**config.mk**
```make
export PLATFORM = sky130hd
export DESIGN_NAME = decode_stage
export DESIGN_NICKNAME = d
export VERILOG_FILES = /design/src/mips_pkg.sv /design/src/decode_stage.sv /design/src/id_ex_reg.sv /design/src/operand_fetch.sv /design/src/maindec.sv
export VERILOG_INCLUDE_DIRS = /design/src /design/src/src
export SDC_FILE = /design/constraint.sdc
export NUM_CORES = 2
export LEC_CHECK = 0
export ABC_AREA = 1
export BUFFER_PORTS_ARGS = -buffer_cell sky130_fd_sc_hd__buf_2
export CAP_MARGIN = 20
export CORE_ASPECT_RATIO = 2
export CORE_MARGIN = 8
export CORE_UTILIZATION = 30
export CTS_CLUSTER_SIZE = 25
export DETAILED_ROUTE_END_ITERATION = 12
export PLACE_DENSITY_LB_ADDON = 0.05
export SKIP_CTS_REPAIR_TIMING = 1
export SYNTH_ARGS = -nofsm -noshare
export SYNTH_HDL_FRONTEND = slang
export SYNTH_SLANG_ARGS = --single-unit
export TNS_END_PERCENT = 100
```
**constraint.sdc**
```tcl
create_clock -name clk -period 9.2 [get_ports clk]
set_input_delay 1.84 -clock clk [delete_from_list [all_inputs] [get_ports clk]]
set_output_delay 1.84 -clock clk [all_outputs]
set_load 0.03 [all_outputs]
```
**src/mips.svh**
```systemverilog
`ifndef MIPS_SVH
`define MIPS_SVH

// primary opcodes, instr[31:26].
`define OP_RT       6'b000000
`define OP_BGEZ     6'b000001  // regimm group, rt selects.
`define OP_J        6'b000010
`define OP_JAL      6'b000011
`define OP_BEQ      6'b000100
`define OP_BNE      6'b000101
`define OP_BLEZ     6'b000110
`define OP_BGTZ     6'b000111
`define OP_ADDI     6'b001000
`define OP_ADDIU    6'b001001
`define OP_SLTI     6'b001010
`define OP_SLTIU    6'b001011
`define OP_ANDI     6'b001100
`define OP_ORI      6'b001101
`define OP_XORI     6'b001110
`define OP_LUI      6'b001111
`define OP_ERET     6'b010000  // cop0 group, rs selects.
`define OP_LB       6'b100000
`define OP_LH       6'b100001
`define OP_LW       6'b100011
`define OP_LBU      6'b100100
`define OP_LHU      6'b100101
`define OP_SB       6'b101000
`define OP_SH       6'b101001
`define OP_SW       6'b101011

// function codes for OP_RT, instr[5:0].
`define F_SLL       6'b000000
`define F_SRL       6'b000010
`define F_SRA       6'b000011
`define F_SLLV      6'b000100
`define F_SRLV      6'b000110
`define F_SRAV      6'b000111
`define F_JR        6'b001000
`define F_JALR      6'b001001
`define F_SYSCALL   6'b001100
`define F_BREAK     6'b001101
`define F_MFHI      6'b010000
`define F_MTHI      6'b010001
`define F_MFLO      6'b010010
`define F_MTLO      6'b010011
`define F_MULT      6'b011000
`define F_MULTU     6'b011001
`define F_DIV       6'b011010
`define F_DIVU      6'b011011
`define F_ADD       6'b100000
`define F_ADDU      6'b100001
`define F_SUB       6'b100010
`define F_SUBU      6'b100011
`define F_AND       6'b100100
`define F_OR        6'b100101
`define F_XOR       6'b100110
`define F_NOR       6'b100111
`define F_SLT       6'b101010
`define F_SLTU      6'b101011

// regimm rt field, instr[20:16].
`define B_BLTZ      5'b00000
`define B_BGEZ      5'b00001
`define B_BLTZAL    5'b10000
`define B_BGEZAL    5'b10001

// cop0 rs field, instr[25:21].
`define C_MFC0      5'b00000
`define C_MTC0      5'b00100
`define C_ERET      5'b10000

`endif
```
**src/mips_pkg.sv**
```systemverilog
`default_nettype none

package mips_pkg;

    typedef logic [31:0] word_t;
    typedef logic [4:0]  reg_addr_t;
    typedef logic [5:0]  op_t;
    typedef logic [5:0]  func_t;

    // immediate and register forms share one entry.
    typedef enum logic [5:0] {
        ADD, ADDU, SUB, SUBU, SLT, SLTU,
        AND, OR, XOR, NOR, LUI,
        SLL, SRL, SRA, SLLV, SRLV, SRAV,
        BEQ, BNE, BGEZ, BLTZ, BGEZAL, BLTZAL, BGTZ, BLEZ,
        J, JAL, JR, JALR,
        LB, LBU, LH, LHU, LW, SB, SH, SW,
        MULT, MULTU, DIV, DIVU,
        MFHI, MFLO, MTHI, MTLO,
        ERET, MFC0, MTC0,
        BREAK, SYSCALL,
        RESERVED
    } decoded_op_t;

    // zero is add, used for address generation.
    typedef enum logic [3:0] {
        ALU_ADD = 4'd0,
        ALU_ADDU,
        ALU_SUB,
        ALU_SUBU,
        ALU_SLT,
        ALU_SLTU,
        ALU_AND,
        ALU_OR,
        ALU_NOR,
        ALU_XOR,
        ALU_SLL,
        ALU_SRL,
        ALU_SRA,
        ALU_LUI,
        ALU_PASSA
    } alufunc_t;

    typedef enum logic [2:0] {
        T_BEQ, T_BNE, T_BGEZ, T_BLTZ, T_BGTZ, T_BLEZ
    } branch_type_t;

    typedef enum logic {RD = 1'b0, RT = 1'b1} regdst_t;

    typedef enum logic {REGB = 1'b0, IMM = 1'b1} alusrc_t;

    typedef struct packed {
        alufunc_t     alufunc;
        alusrc_t      alusrc;
        regdst_t      regdst;
        branch_type_t branch_type;
        logic         regwrite;
        logic         memread;
        logic         memwrite;
        logic         zeroext;
        logic         branch;
        logic         branch1;      // compares rs against zero.
        logic         branch2;      // compares rs against rt.
        logic         jump;
        logic         jr;
        logic         hiwrite;
        logic         lowrite;
        logic         shamt_valid;
        logic         cp0write;
        logic         is_eret;
        logic         is_bp;
        logic         is_sys;
    } control_t;

endpackage

`default_nettype wire

```
**src/decode_stage.sv**
```systemverilog
`default_nettype none

module decode_stage import mips_pkg::*; (
    input  logic        clk,
    input  logic        rst_n,
    input  logic        in_valid,
    output logic        in_ready,
    input  word_t       in_instr,
    input  logic        wb_en,
    input  reg_addr_t   wb_addr,
    input  word_t       wb_data,
    output logic        out_valid,
    input  logic        out_ready,
    output decoded_op_t out_op,
    output control_t    out_ctl,
    output logic        out_exception_ri,
    output word_t       out_srca,
    output word_t       out_srcb,
    output word_t       out_store_data,
    output reg_addr_t   out_dst,
    output logic [4:0]  out_shamt
);

    decoded_op_t op;
    control_t    ctl;
    logic        exception_ri;
    word_t       rs_data;
    word_t       rt_data;

    maindec i_maindec (
        .instr        (in_instr),
        .op           (op),
        .exception_ri (exception_ri),
        .ctl          (ctl)
    );

    operand_fetch i_operand_fetch (
        .clk     (clk),
        .rst_n   (rst_n),
        .rs_addr (in_instr[25:21]),
        .rt_addr (in_instr[20:16]),
        .wb_en   (wb_en),
        .wb_addr (wb_addr),
        .wb_data (wb_data),
        .rs_data (rs_data),
        .rt_data (rt_data)
    );

    id_ex_reg i_id_ex_reg (
        .clk              (clk),
        .rst_n            (rst_n),
        .in_valid         (in_valid),
        .in_ready         (in_ready),
        .out_ready        (out_ready),
        .instr            (in_instr),
        .op               (op),
        .ctl              (ctl),
        .exception_ri     (exception_ri),
        .rs_data          (rs_data),
        .rt_data          (rt_data),
        .out_valid        (out_valid),
        .out_op           (out_op),
        .out_ctl          (out_ctl),
        .out_exception_ri (out_exception_ri),
        .out_srca         (out_srca),
        .out_srcb         (out_srcb),
        .out_store_data   (out_store_data),
        .out_dst          (out_dst),
        .out_shamt        (out_shamt)
    );

endmodule

`default_nettype wire

```
**src/id_ex_reg.sv**
```systemverilog
`default_nettype none

module id_ex_reg import mips_pkg::*; (
    input  logic        clk,
    input  logic        rst_n,
    input  logic        in_valid,
    output logic        in_ready,
    input  logic        out_ready,
    input  word_t       instr,
    input  decoded_op_t op,
    input  control_t    ctl,
    input  logic        exception_ri,
    input  word_t       rs_data,
    input  word_t       rt_data,
    output logic        out_valid,
    output decoded_op_t out_op,
    output control_t    out_ctl,
    output logic        out_exception_ri,
    output word_t       out_srca,
    output word_t       out_srcb,
    output word_t       out_store_data,
    output reg_addr_t   out_dst,
    output logic [4:0]  out_shamt
);

    word_t     imm;
    reg_addr_t dst;
    logic      accept;

    assign in_ready = !out_valid || out_ready;  // empty or draining.
    assign accept   = in_valid && in_ready;

    always_comb begin
        if (op == LUI) begin
            imm = {instr[15:0], 16'h0000};
        end else if (ctl.zeroext) begin
            imm = {16'h0000, instr[15:0]};
        end else begin
            imm = {{16{instr[15]}}, instr[15:0]};
        end
    end

    always_comb begin
        if (!ctl.regwrite) begin
            dst = '0;
        end else if ((op == JAL) || (op == BGEZAL) || (op == BLTZAL)) begin
            dst = 5'd31;  // link register.
        end else if (ctl.regdst == RT) begin
            dst = instr[20:16];
        end else begin
            dst = instr[15:11];
        end
    end

    always_ff @(posedge clk or negedge rst_n) begin
        if (!rst_n) begin
            out_valid <= 1'b0;
        end else if (accept) begin
            out_valid <= 1'b1;
        end else if (out_ready) begin
            out_valid <= 1'b0;
        end
    end

    // payload only moves on acceptance.
    always_ff @(posedge clk) begin
        if (accept) begin
            out_op           <= op;
            out_ctl          <= ctl;
            out_exception_ri <= exception_ri;
            out_srca         <= rs_data;
            out_srcb         <= (ctl.alusrc == IMM) ? imm : rt_data;
            out_store_data   <= rt_data;
            out_dst          <= dst;
            out_shamt        <= ctl.shamt_valid ? instr[10:6] : 5'd0;
        end
    end

endmodule

`default_nettype wire

```
**src/operand_fetch.sv**
```systemverilog
`default_nettype none

module operand_fetch import mips_pkg::*; (
    input  logic      clk,
    input  logic      rst_n,
    input  reg_addr_t rs_addr,
    input  reg_addr_t rt_addr,
    input  logic      wb_en,
    input  reg_addr_t wb_addr,
    input  word_t     wb_data,
    output word_t     rs_data,
    output word_t     rt_data
);

    word_t regs [0:31];

    always_ff @(posedge clk or negedge rst_n) begin
        if (!rst_n) begin
            for (int i = 0; i < 32; i++) begin
                regs[i] <= '0;
            end
        end else if (wb_en && (wb_addr != '0)) begin
            regs[wb_addr] <= wb_data;
        end
    end

    // $0 reads zero, otherwise a same-cycle write wins.
    assign rs_data = (rs_addr == '0) ? '0 :
                     (wb_en && (wb_addr == rs_addr)) ? wb_data : regs[rs_addr];
    assign rt_data = (rt_addr == '0) ? '0 :
                     (wb_en && (wb_addr == rt_addr)) ? wb_data : regs[rt_addr];

endmodule

`default_nettype wire

```
**src/maindec.sv**
```systemverilog
`default_nettype none
`include "mips.svh"

module maindec import mips_pkg::*; (
    input  word_t       instr,
    output decoded_op_t op,
    output logic        exception_ri,
    output control_t    ctl
);

    op_t   opcode;
    func_t func;
    logic  imm_form;

    assign opcode   = instr[31:26];
    assign func     = instr[5:0];
    assign imm_form = (opcode != `OP_RT);

    // classify the word.
    always_comb begin
        op = RESERVED;
        case (opcode)
            `OP_ADDI:  op = ADD;
            `OP_ADDIU: op = ADDU;
            `OP_SLTI:  op = SLT;
            `OP_SLTIU: op = SLTU;
            `OP_ANDI:  op = AND;
            `OP_ORI:   op = OR;
            `OP_XORI:  op = XOR;
            `OP_LUI:   op = LUI;
            `OP_BEQ:   op = BEQ;
            `OP_BNE:   op = BNE;
            `OP_BGTZ:  op = BGTZ;
            `OP_BLEZ:  op = BLEZ;
            `OP_J:     op = J;
            `OP_JAL:   op = JAL;
            `OP_LB:    op = LB;
            `OP_LBU:   op = LBU;
            `OP_LH:    op = LH;
            `OP_LHU:   op = LHU;
            `OP_LW:    op = LW;
            `OP_SB:    op = SB;
            `OP_SH:    op = SH;
            `OP_SW:    op = SW;
            `OP_BGEZ: begin
                case (instr[20:16])
                    `B_BGEZ:   op = BGEZ;
                    `B_BLTZ:   op = BLTZ;
                    `B_BGEZAL: op = BGEZAL;
                    `B_BLTZAL: op = BLTZAL;
                    default:   op = RESERVED;
                endcase
            end
            `OP_ERET: begin
                case (instr[25:21])
                    `C_ERET: op = ERET;
                    `C_MFC0: op = MFC0;
                    `C_MTC0: op = MTC0;
                    default: op = RESERVED;
                endcase
            end
            `OP_RT: begin
                case (func)
                    `F_ADD:     op = ADD;
                    `F_ADDU:    op = ADDU;
                    `F_SUB:     op = SUB;
                    `F_SUBU:    op = SUBU;
                    `F_SLT:     op = SLT;
                    `F_SLTU:    op = SLTU;
                    `F_AND:     op = AND;
                    `F_OR:      op = OR;
                    `F_XOR:     op = XOR;
                    `F_NOR:     op = NOR;
                    `F_SLL:     op = SLL;
                    `F_SRL:     op = SRL;
                    `F_SRA:     op = SRA;
                    `F_SLLV:    op = SLLV;
                    `F_SRLV:    op = SRLV;
                    `F_SRAV:    op = SRAV;
                    `F_JR:      op = JR;
                    `F_JALR:    op = JALR;
                    `F_MULT:    op = MULT;
                    `F_MULTU:   op = MULTU;
                    `F_DIV:     op = DIV;
                    `F_DIVU:    op = DIVU;
                    `F_MFHI:    op = MFHI;
                    `F_MFLO:    op = MFLO;
                    `F_MTHI:    op = MTHI;
                    `F_MTLO:    op = MTLO;
                    `F_BREAK:   op = BREAK;
                    `F_SYSCALL: op = SYSCALL;
                    default:    op = RESERVED;
                endcase
            end
            default: op = RESERVED;
        endcase
    end

    assign exception_ri = (op == RESERVED);

    always_comb begin
        ctl = '0;
        case (op)
            ADD, ADDU, SUB, SUBU, SLT, SLTU, AND, OR, XOR, NOR, LUI,
            SLL, SRL, SRA, SLLV, SRLV, SRAV: begin
                ctl.regwrite = 1'b1;
                if (imm_form) begin
                    ctl.alusrc  = IMM;
                    ctl.regdst  = RT;
                    ctl.zeroext = (op == AND) || (op == OR) || (op == XOR);
                end
                ctl.shamt_valid = (op == SLL) || (op == SRL) || (op == SRA);
            end
            BEQ, BNE: begin
                ctl.branch  = 1'b1;
                ctl.branch2 = 1'b1;
            end
            BGEZ, BLTZ, BGEZAL, BLTZAL, BGTZ, BLEZ: begin
                ctl.branch   = 1'b1;
                ctl.branch1  = 1'b1;
                ctl.regwrite = (op == BGEZAL) || (op == BLTZAL);  // link forms.
            end
            J, JAL: begin
                ctl.jump     = 1'b1;
                ctl.regwrite = (op == JAL);
            end
            JR, JALR: begin
                ctl.jump     = 1'b1;
                ctl.jr       = 1'b1;
                ctl.regwrite = (op == JALR);
            end
            LB, LBU, LH, LHU, LW: begin
                ctl.regwrite = 1'b1;
                ctl.memread  = 1'b1;
                ctl.regdst   = RT;
                ctl.alusrc   = IMM;
            end
            SB, SH, SW: begin
                ctl.memwrite = 1'b1;
                ctl.alusrc   = IMM;
            end
            MULT, MULTU, DIV, DIVU: begin
                ctl.hiwrite = 1'b1;
                ctl.lowrite = 1'b1;
            end
            MFHI, MFLO: ctl.regwrite = 1'b1;
            MTHI:       ctl.hiwrite = 1'b1;
            MTLO:       ctl.lowrite = 1'b1;
            MFC0: begin
                ctl.regwrite = 1'b1;
                ctl.regdst   = RT;
            end
            MTC0:    ctl.cp0write = 1'b1;
            ERET:    ctl.is_eret = 1'b1;
            BREAK:   ctl.is_bp = 1'b1;
            SYSCALL: ctl.is_sys = 1'b1;
            default: ;  // reserved leaves all flags clear.
        endcase

        case (op)
            BNE:            ctl.branch_type = T_BNE;
            BGEZ, BGEZAL:   ctl.branch_type = T_BGEZ;
            BLTZ, BLTZAL:   ctl.branch_type = T_BLTZ;
            BGTZ:           ctl.branch_type = T_BGTZ;
            BLEZ:           ctl.branch_type = T_BLEZ;
            default:        ctl.branch_type = T_BEQ;
        endcase

        case (op)
            ADDU:             ctl.alufunc = ALU_ADDU;
            SUB:              ctl.alufunc = ALU_SUB;
            SUBU:             ctl.alufunc = ALU_SUBU;
            SLT:              ctl.alufunc = ALU_SLT;
            SLTU:             ctl.alufunc = ALU_SLTU;
            AND:              ctl.alufunc = ALU_AND;
            OR:               ctl.alufunc = ALU_OR;
            XOR:              ctl.alufunc = ALU_XOR;
            NOR:              ctl.alufunc = ALU_NOR;
            LUI:              ctl.alufunc = ALU_LUI;
            SLL, SLLV:        ctl.alufunc = ALU_SLL;
            SRL, SRLV:        ctl.alufunc = ALU_SRL;
            SRA, SRAV:        ctl.alufunc = ALU_SRA;
            JR, JALR, MFHI, MFLO, MTHI, MTLO, BREAK, SYSCALL,
            RESERVED:         ctl.alufunc = ALU_PASSA;
            default:          ctl.alufunc = ALU_ADD;  // add, also for addresses.
        endcase
    end

endmodule

`default_nettype wire

```
==> metrics list <==
- The run finished with clean final reports.
* Ys async rst share: 0.881
- The clock tree synthesis step divided the H-tree into 3 levels.
- Post-synth cell types: 46
- For this configuration, the core starts out at a cell density of 0.301.
* Crit path max fanout: 65
- The worst register-to-register path has a depth of 10.
- At the later pin of the worst-skew pair, clock insertion delay measures 0.76 ns.
- By area, the combinational part of the netlist is dominated by compound AO/OA/AOI/OAI gates.
- For the final routed database, the setup TNS stands at 0 ns.
- In this run the clock root is driven by a clkbuf_16.
* Number of antenna violations at the first check in global routing: 27
* Adder-cell share of the synthesized area: 0.00245
* Instance count of the mapped netlist: 7840
- TritonCTS built the clock tree.
- Post-Synthesis Net Count: 7926
* Synth Area in Compound Gates: 0.278
* Top cell types by occurrence after synthesis: o21ai_0 (1847), nand2_1 (1369), dfrtp_1 (1025)
- Of the total synthesized cell area, the portion taken by AND, OR, NAND and NOR gates is 0.150.
- The worst pin sits at a relative slew slack of 0.165.
* Share of layout cells above drive strength 1: 0.0864
- Hold timing on the final database bottoms out at a slack of 0.385 ns.
* Half-perimeter wire length after detailed placement: 183000 microns
- The worst register-to-register path ends at i_id_ex_reg.out_srcb[18]$_DFFE_PP_.
- Number of pins with negative max-slew slack in the final report: 0
- Global routing finished with a remaining overflow of 0.
* Top Ports: 214
- Across the run, the number of max-cap violations was 0.
* Crit share post-route: 0.631
* Die outline height: 655 microns
- Buffers placed on the I/O ports in this run total 213.
* Ys Warns: 0
* Largest net degree at the start of global routing: 175
- Initial drt markers: 5776
* Total length of routed wires: 313000 microns
* Total number of vias: 58700
- Critical Path Sink Type: flop
- Number of endpoints failing setup at the final stage: 0
- Net total in the final layout: 7677
* Top post-synthesis cells by area: dfrtp_1 (42%), o21ai_0 (15%), nand2_1 (8.4%)
* CTS Buf Count: 121
- The worst setup path is launched from an input pin.
- Compared with the post-synthesis result, the final layout area differs by 12.4%.
- The path with the worst hold slack has its endpoint at i_operand_fetch.regs[1022]$_DFFE_PN0P_.
- The worst path in the final design needs a cycle of 5.81 ns, including I/O delays and setup.
- Most common cell in the netlist: o21ai_0
- The number of endpoints with negative hold slack in the final report came to 0.
- Via count of the first global-routing pass: 57500
* Peak Freq: 172 MHz
* Number of instances on the worst hold path: 0
- The tightest min-delay check is of the reg2reg type.
* Sinks on Clock Net: 1163
* Multiplexer share of the synthesized area: 0
- Setup repair after global routing left no endpoint under its margin.
- After clock tree synthesis, the clock-pin slew on the worst setup and hold paths is 0.07 ns.
- In this run the standard cell core region covers 0.203 sq mm.
* Die Outline Area: 0.220 sq mm
* Number of enable-type register cells in the synthesized netlist: 138
- Total power per unit cell area: 217 mW/mm^2
* Average wire per cell in the routed design: 29.9 microns
- The largest total area in the synthesized netlist belongs to dfrtp_1.
- The floorplan step set the die width to 336 microns.
* Final routed DRC violation total: 0
* Netlist Area Pre-Place: 0.0613 sq mm
- Using the TritonRoute via totals, the vias-per-cell ratio works out to 5.62.
- In this run the static leakage power is 29.4 nW.
* R2R Path Start: i_operand_fetch.regs[562]$_DFFE_PN0P_
- Deepest clock path buffer count: 3
- Of the synthesized area, sequential elements account for 0.486.
- Number of routed nets with antenna violations: 0
* Mean Syn Cell Area: 7.81 sq um
- In this run the worst setup path begins at in_instr[18].
- The worst hold path begins at i_operand_fetch.regs[1022]$_DFFE_PN0P_.
- Final clock skew: 0.0354 ns
- At the pin with the least slew margin, the transition time is 1.25 ns.
- After detailed placement, the design holds a cell count of 10200.
- Post-route total power: 14.9 mW
* Detailed-router iteration count before antenna repair: 6
- At the end of routability-driven placement, the weighted congestion stood at 0.839.
- Synth Register Bits: 1163
- After floorplanning, the core was divided into 234 placement rows.
* Overall fraction of global-route tracks in use: 0.277
- Wire length of the first global-routing pass: 443000 microns
* Ys flop type: dfrtp_1
- STA puts the critical path data required time at 9.66 ns.
* Worst VDD drop: 0.185 mV
- The worst setup path is of the in2reg kind.
- Core Util, Final: 0.339
* Area share of the largest cell type after synthesis: 0.419
- Xor-xnor portion of the synthesized cell area: 0.000286
- Data arrival, critical path: 6.27 ns
* Post-layout instance count excluding filler cells: 10400
* Reg2reg setup slack: 6.59 ns
## state kept, by name, indices dropped and copies added (netlist names)
register	flops
i_id_ex_reg.out_srca	32
i_id_ex_reg.out_store_data	32
i_id_ex_reg.out_ctl	25
i_id_ex_reg.out_srcb	32
i_id_ex_reg.out_exception_ri	1
i_id_ex_reg.out_op	6
i_id_ex_reg.out_shamt	5
i_operand_fetch.regs	1024
i_id_ex_reg.out_dst	5
i_id_ex_reg.out_valid	1
## kinds of logic after synthesis
kind of cell / after synthesis
AOI/OAI and AO/OA: 3094
adders and majority gates: 12
DFF: 1163
buffers and inverters: 1341
xor gates and xnor gates: 2
and+or+nand+nor: 2228
## stage by stage
stage,worst slack [ns],area (sq um)
2_1_floorplan,2.84,61300
3_3_place_gp,2.66,64600
3_5_place_dp,2.71,64700
4_1_cts,3.52,68800
5_1_grt,3.19,68900
6_report,3.39,68900
## where the power goes
part	total [mW]	internal, mW	switching [mW]
sequential	6.68	6.14	0.549
combinational	2.97	0.917	2.05
clock	5.29	2.96	2.33
total	14.9	10.0	4.93
## layout by cell type, fill, tap and decap left out, drive strengths merged, types with 181 or more instances in the layout
master	n
o21ai	1882
nand2	1378
dfrtp	1025
a21oi	730
inv	615
nand3	435
nor2	369
buf	352
o221ai	232
o211ai	181
## worst max-delay path, stage by stage
cell and delay, ns:
buf_2 0.15, inv_4 0.39, nand2_1 0.29, nor2_1 0.59
nand2_1 0.13, nand2_1 0.08, nand2_1 0.06, inv_1 0.06
nand3_1 0.06, nor2_1 0.15, nand2_1 0.13, ha_1 0.35
nand3_1 0.20, nor2_1 0.06, nor2_1 0.17, nand2_1 0.08
nor2_1 0.12, nand3_2 0.10, nand2_2 0.25, nand2_2 0.11
nor2_4 0.08, buf_4 0.60, o21ai_1 0.12
## area by class of cell
cell class	count	area [sq um]
Fill cell	21600	134000
Sequential cell	1163	29800
Multi-Input combinational cell	5336	26700
Clock buffer	179	3580
Tap cell	2714	3400
Timing Repair Buffer	353	2480
Inverter	616	2350
Clock inverter	50	517
Antenna cell	26	65.1
## routing by layer
metal | track usage | part of all wire | wire [microns]
met1 | 0.333 | 0.39 | 123000
met2 | 0.491 | 0.50 | 156000
met3 | 0.0341 | 0.057 | 18000
met4 | 0.124 | 0.051 | 16100
met5 | 0 | 0.000042 | 13
## worst max-delay path by stage
stage,endpoint,cells after the start,slack [ns]
floorplan,i_id_ex_reg.out_ctl[0]$_DFFE_PP_,2,2.84
global placement,i_id_ex_reg.out_srcb[28]$_DFFE_PP_,23,2.66
detailed placement,i_id_ex_reg.out_srcb[7]$_DFFE_PP_,23,2.71
CTS,i_id_ex_reg.out_srcb[7]$_DFFE_PP_,23,3.52
global route,i_id_ex_reg.out_srcb[12]$_DFFE_PP_,24,3.19
finish,i_id_ex_reg.out_srcb[7]$_DFFE_PP_,23,3.39
Power figures use the tool's default switching activity.
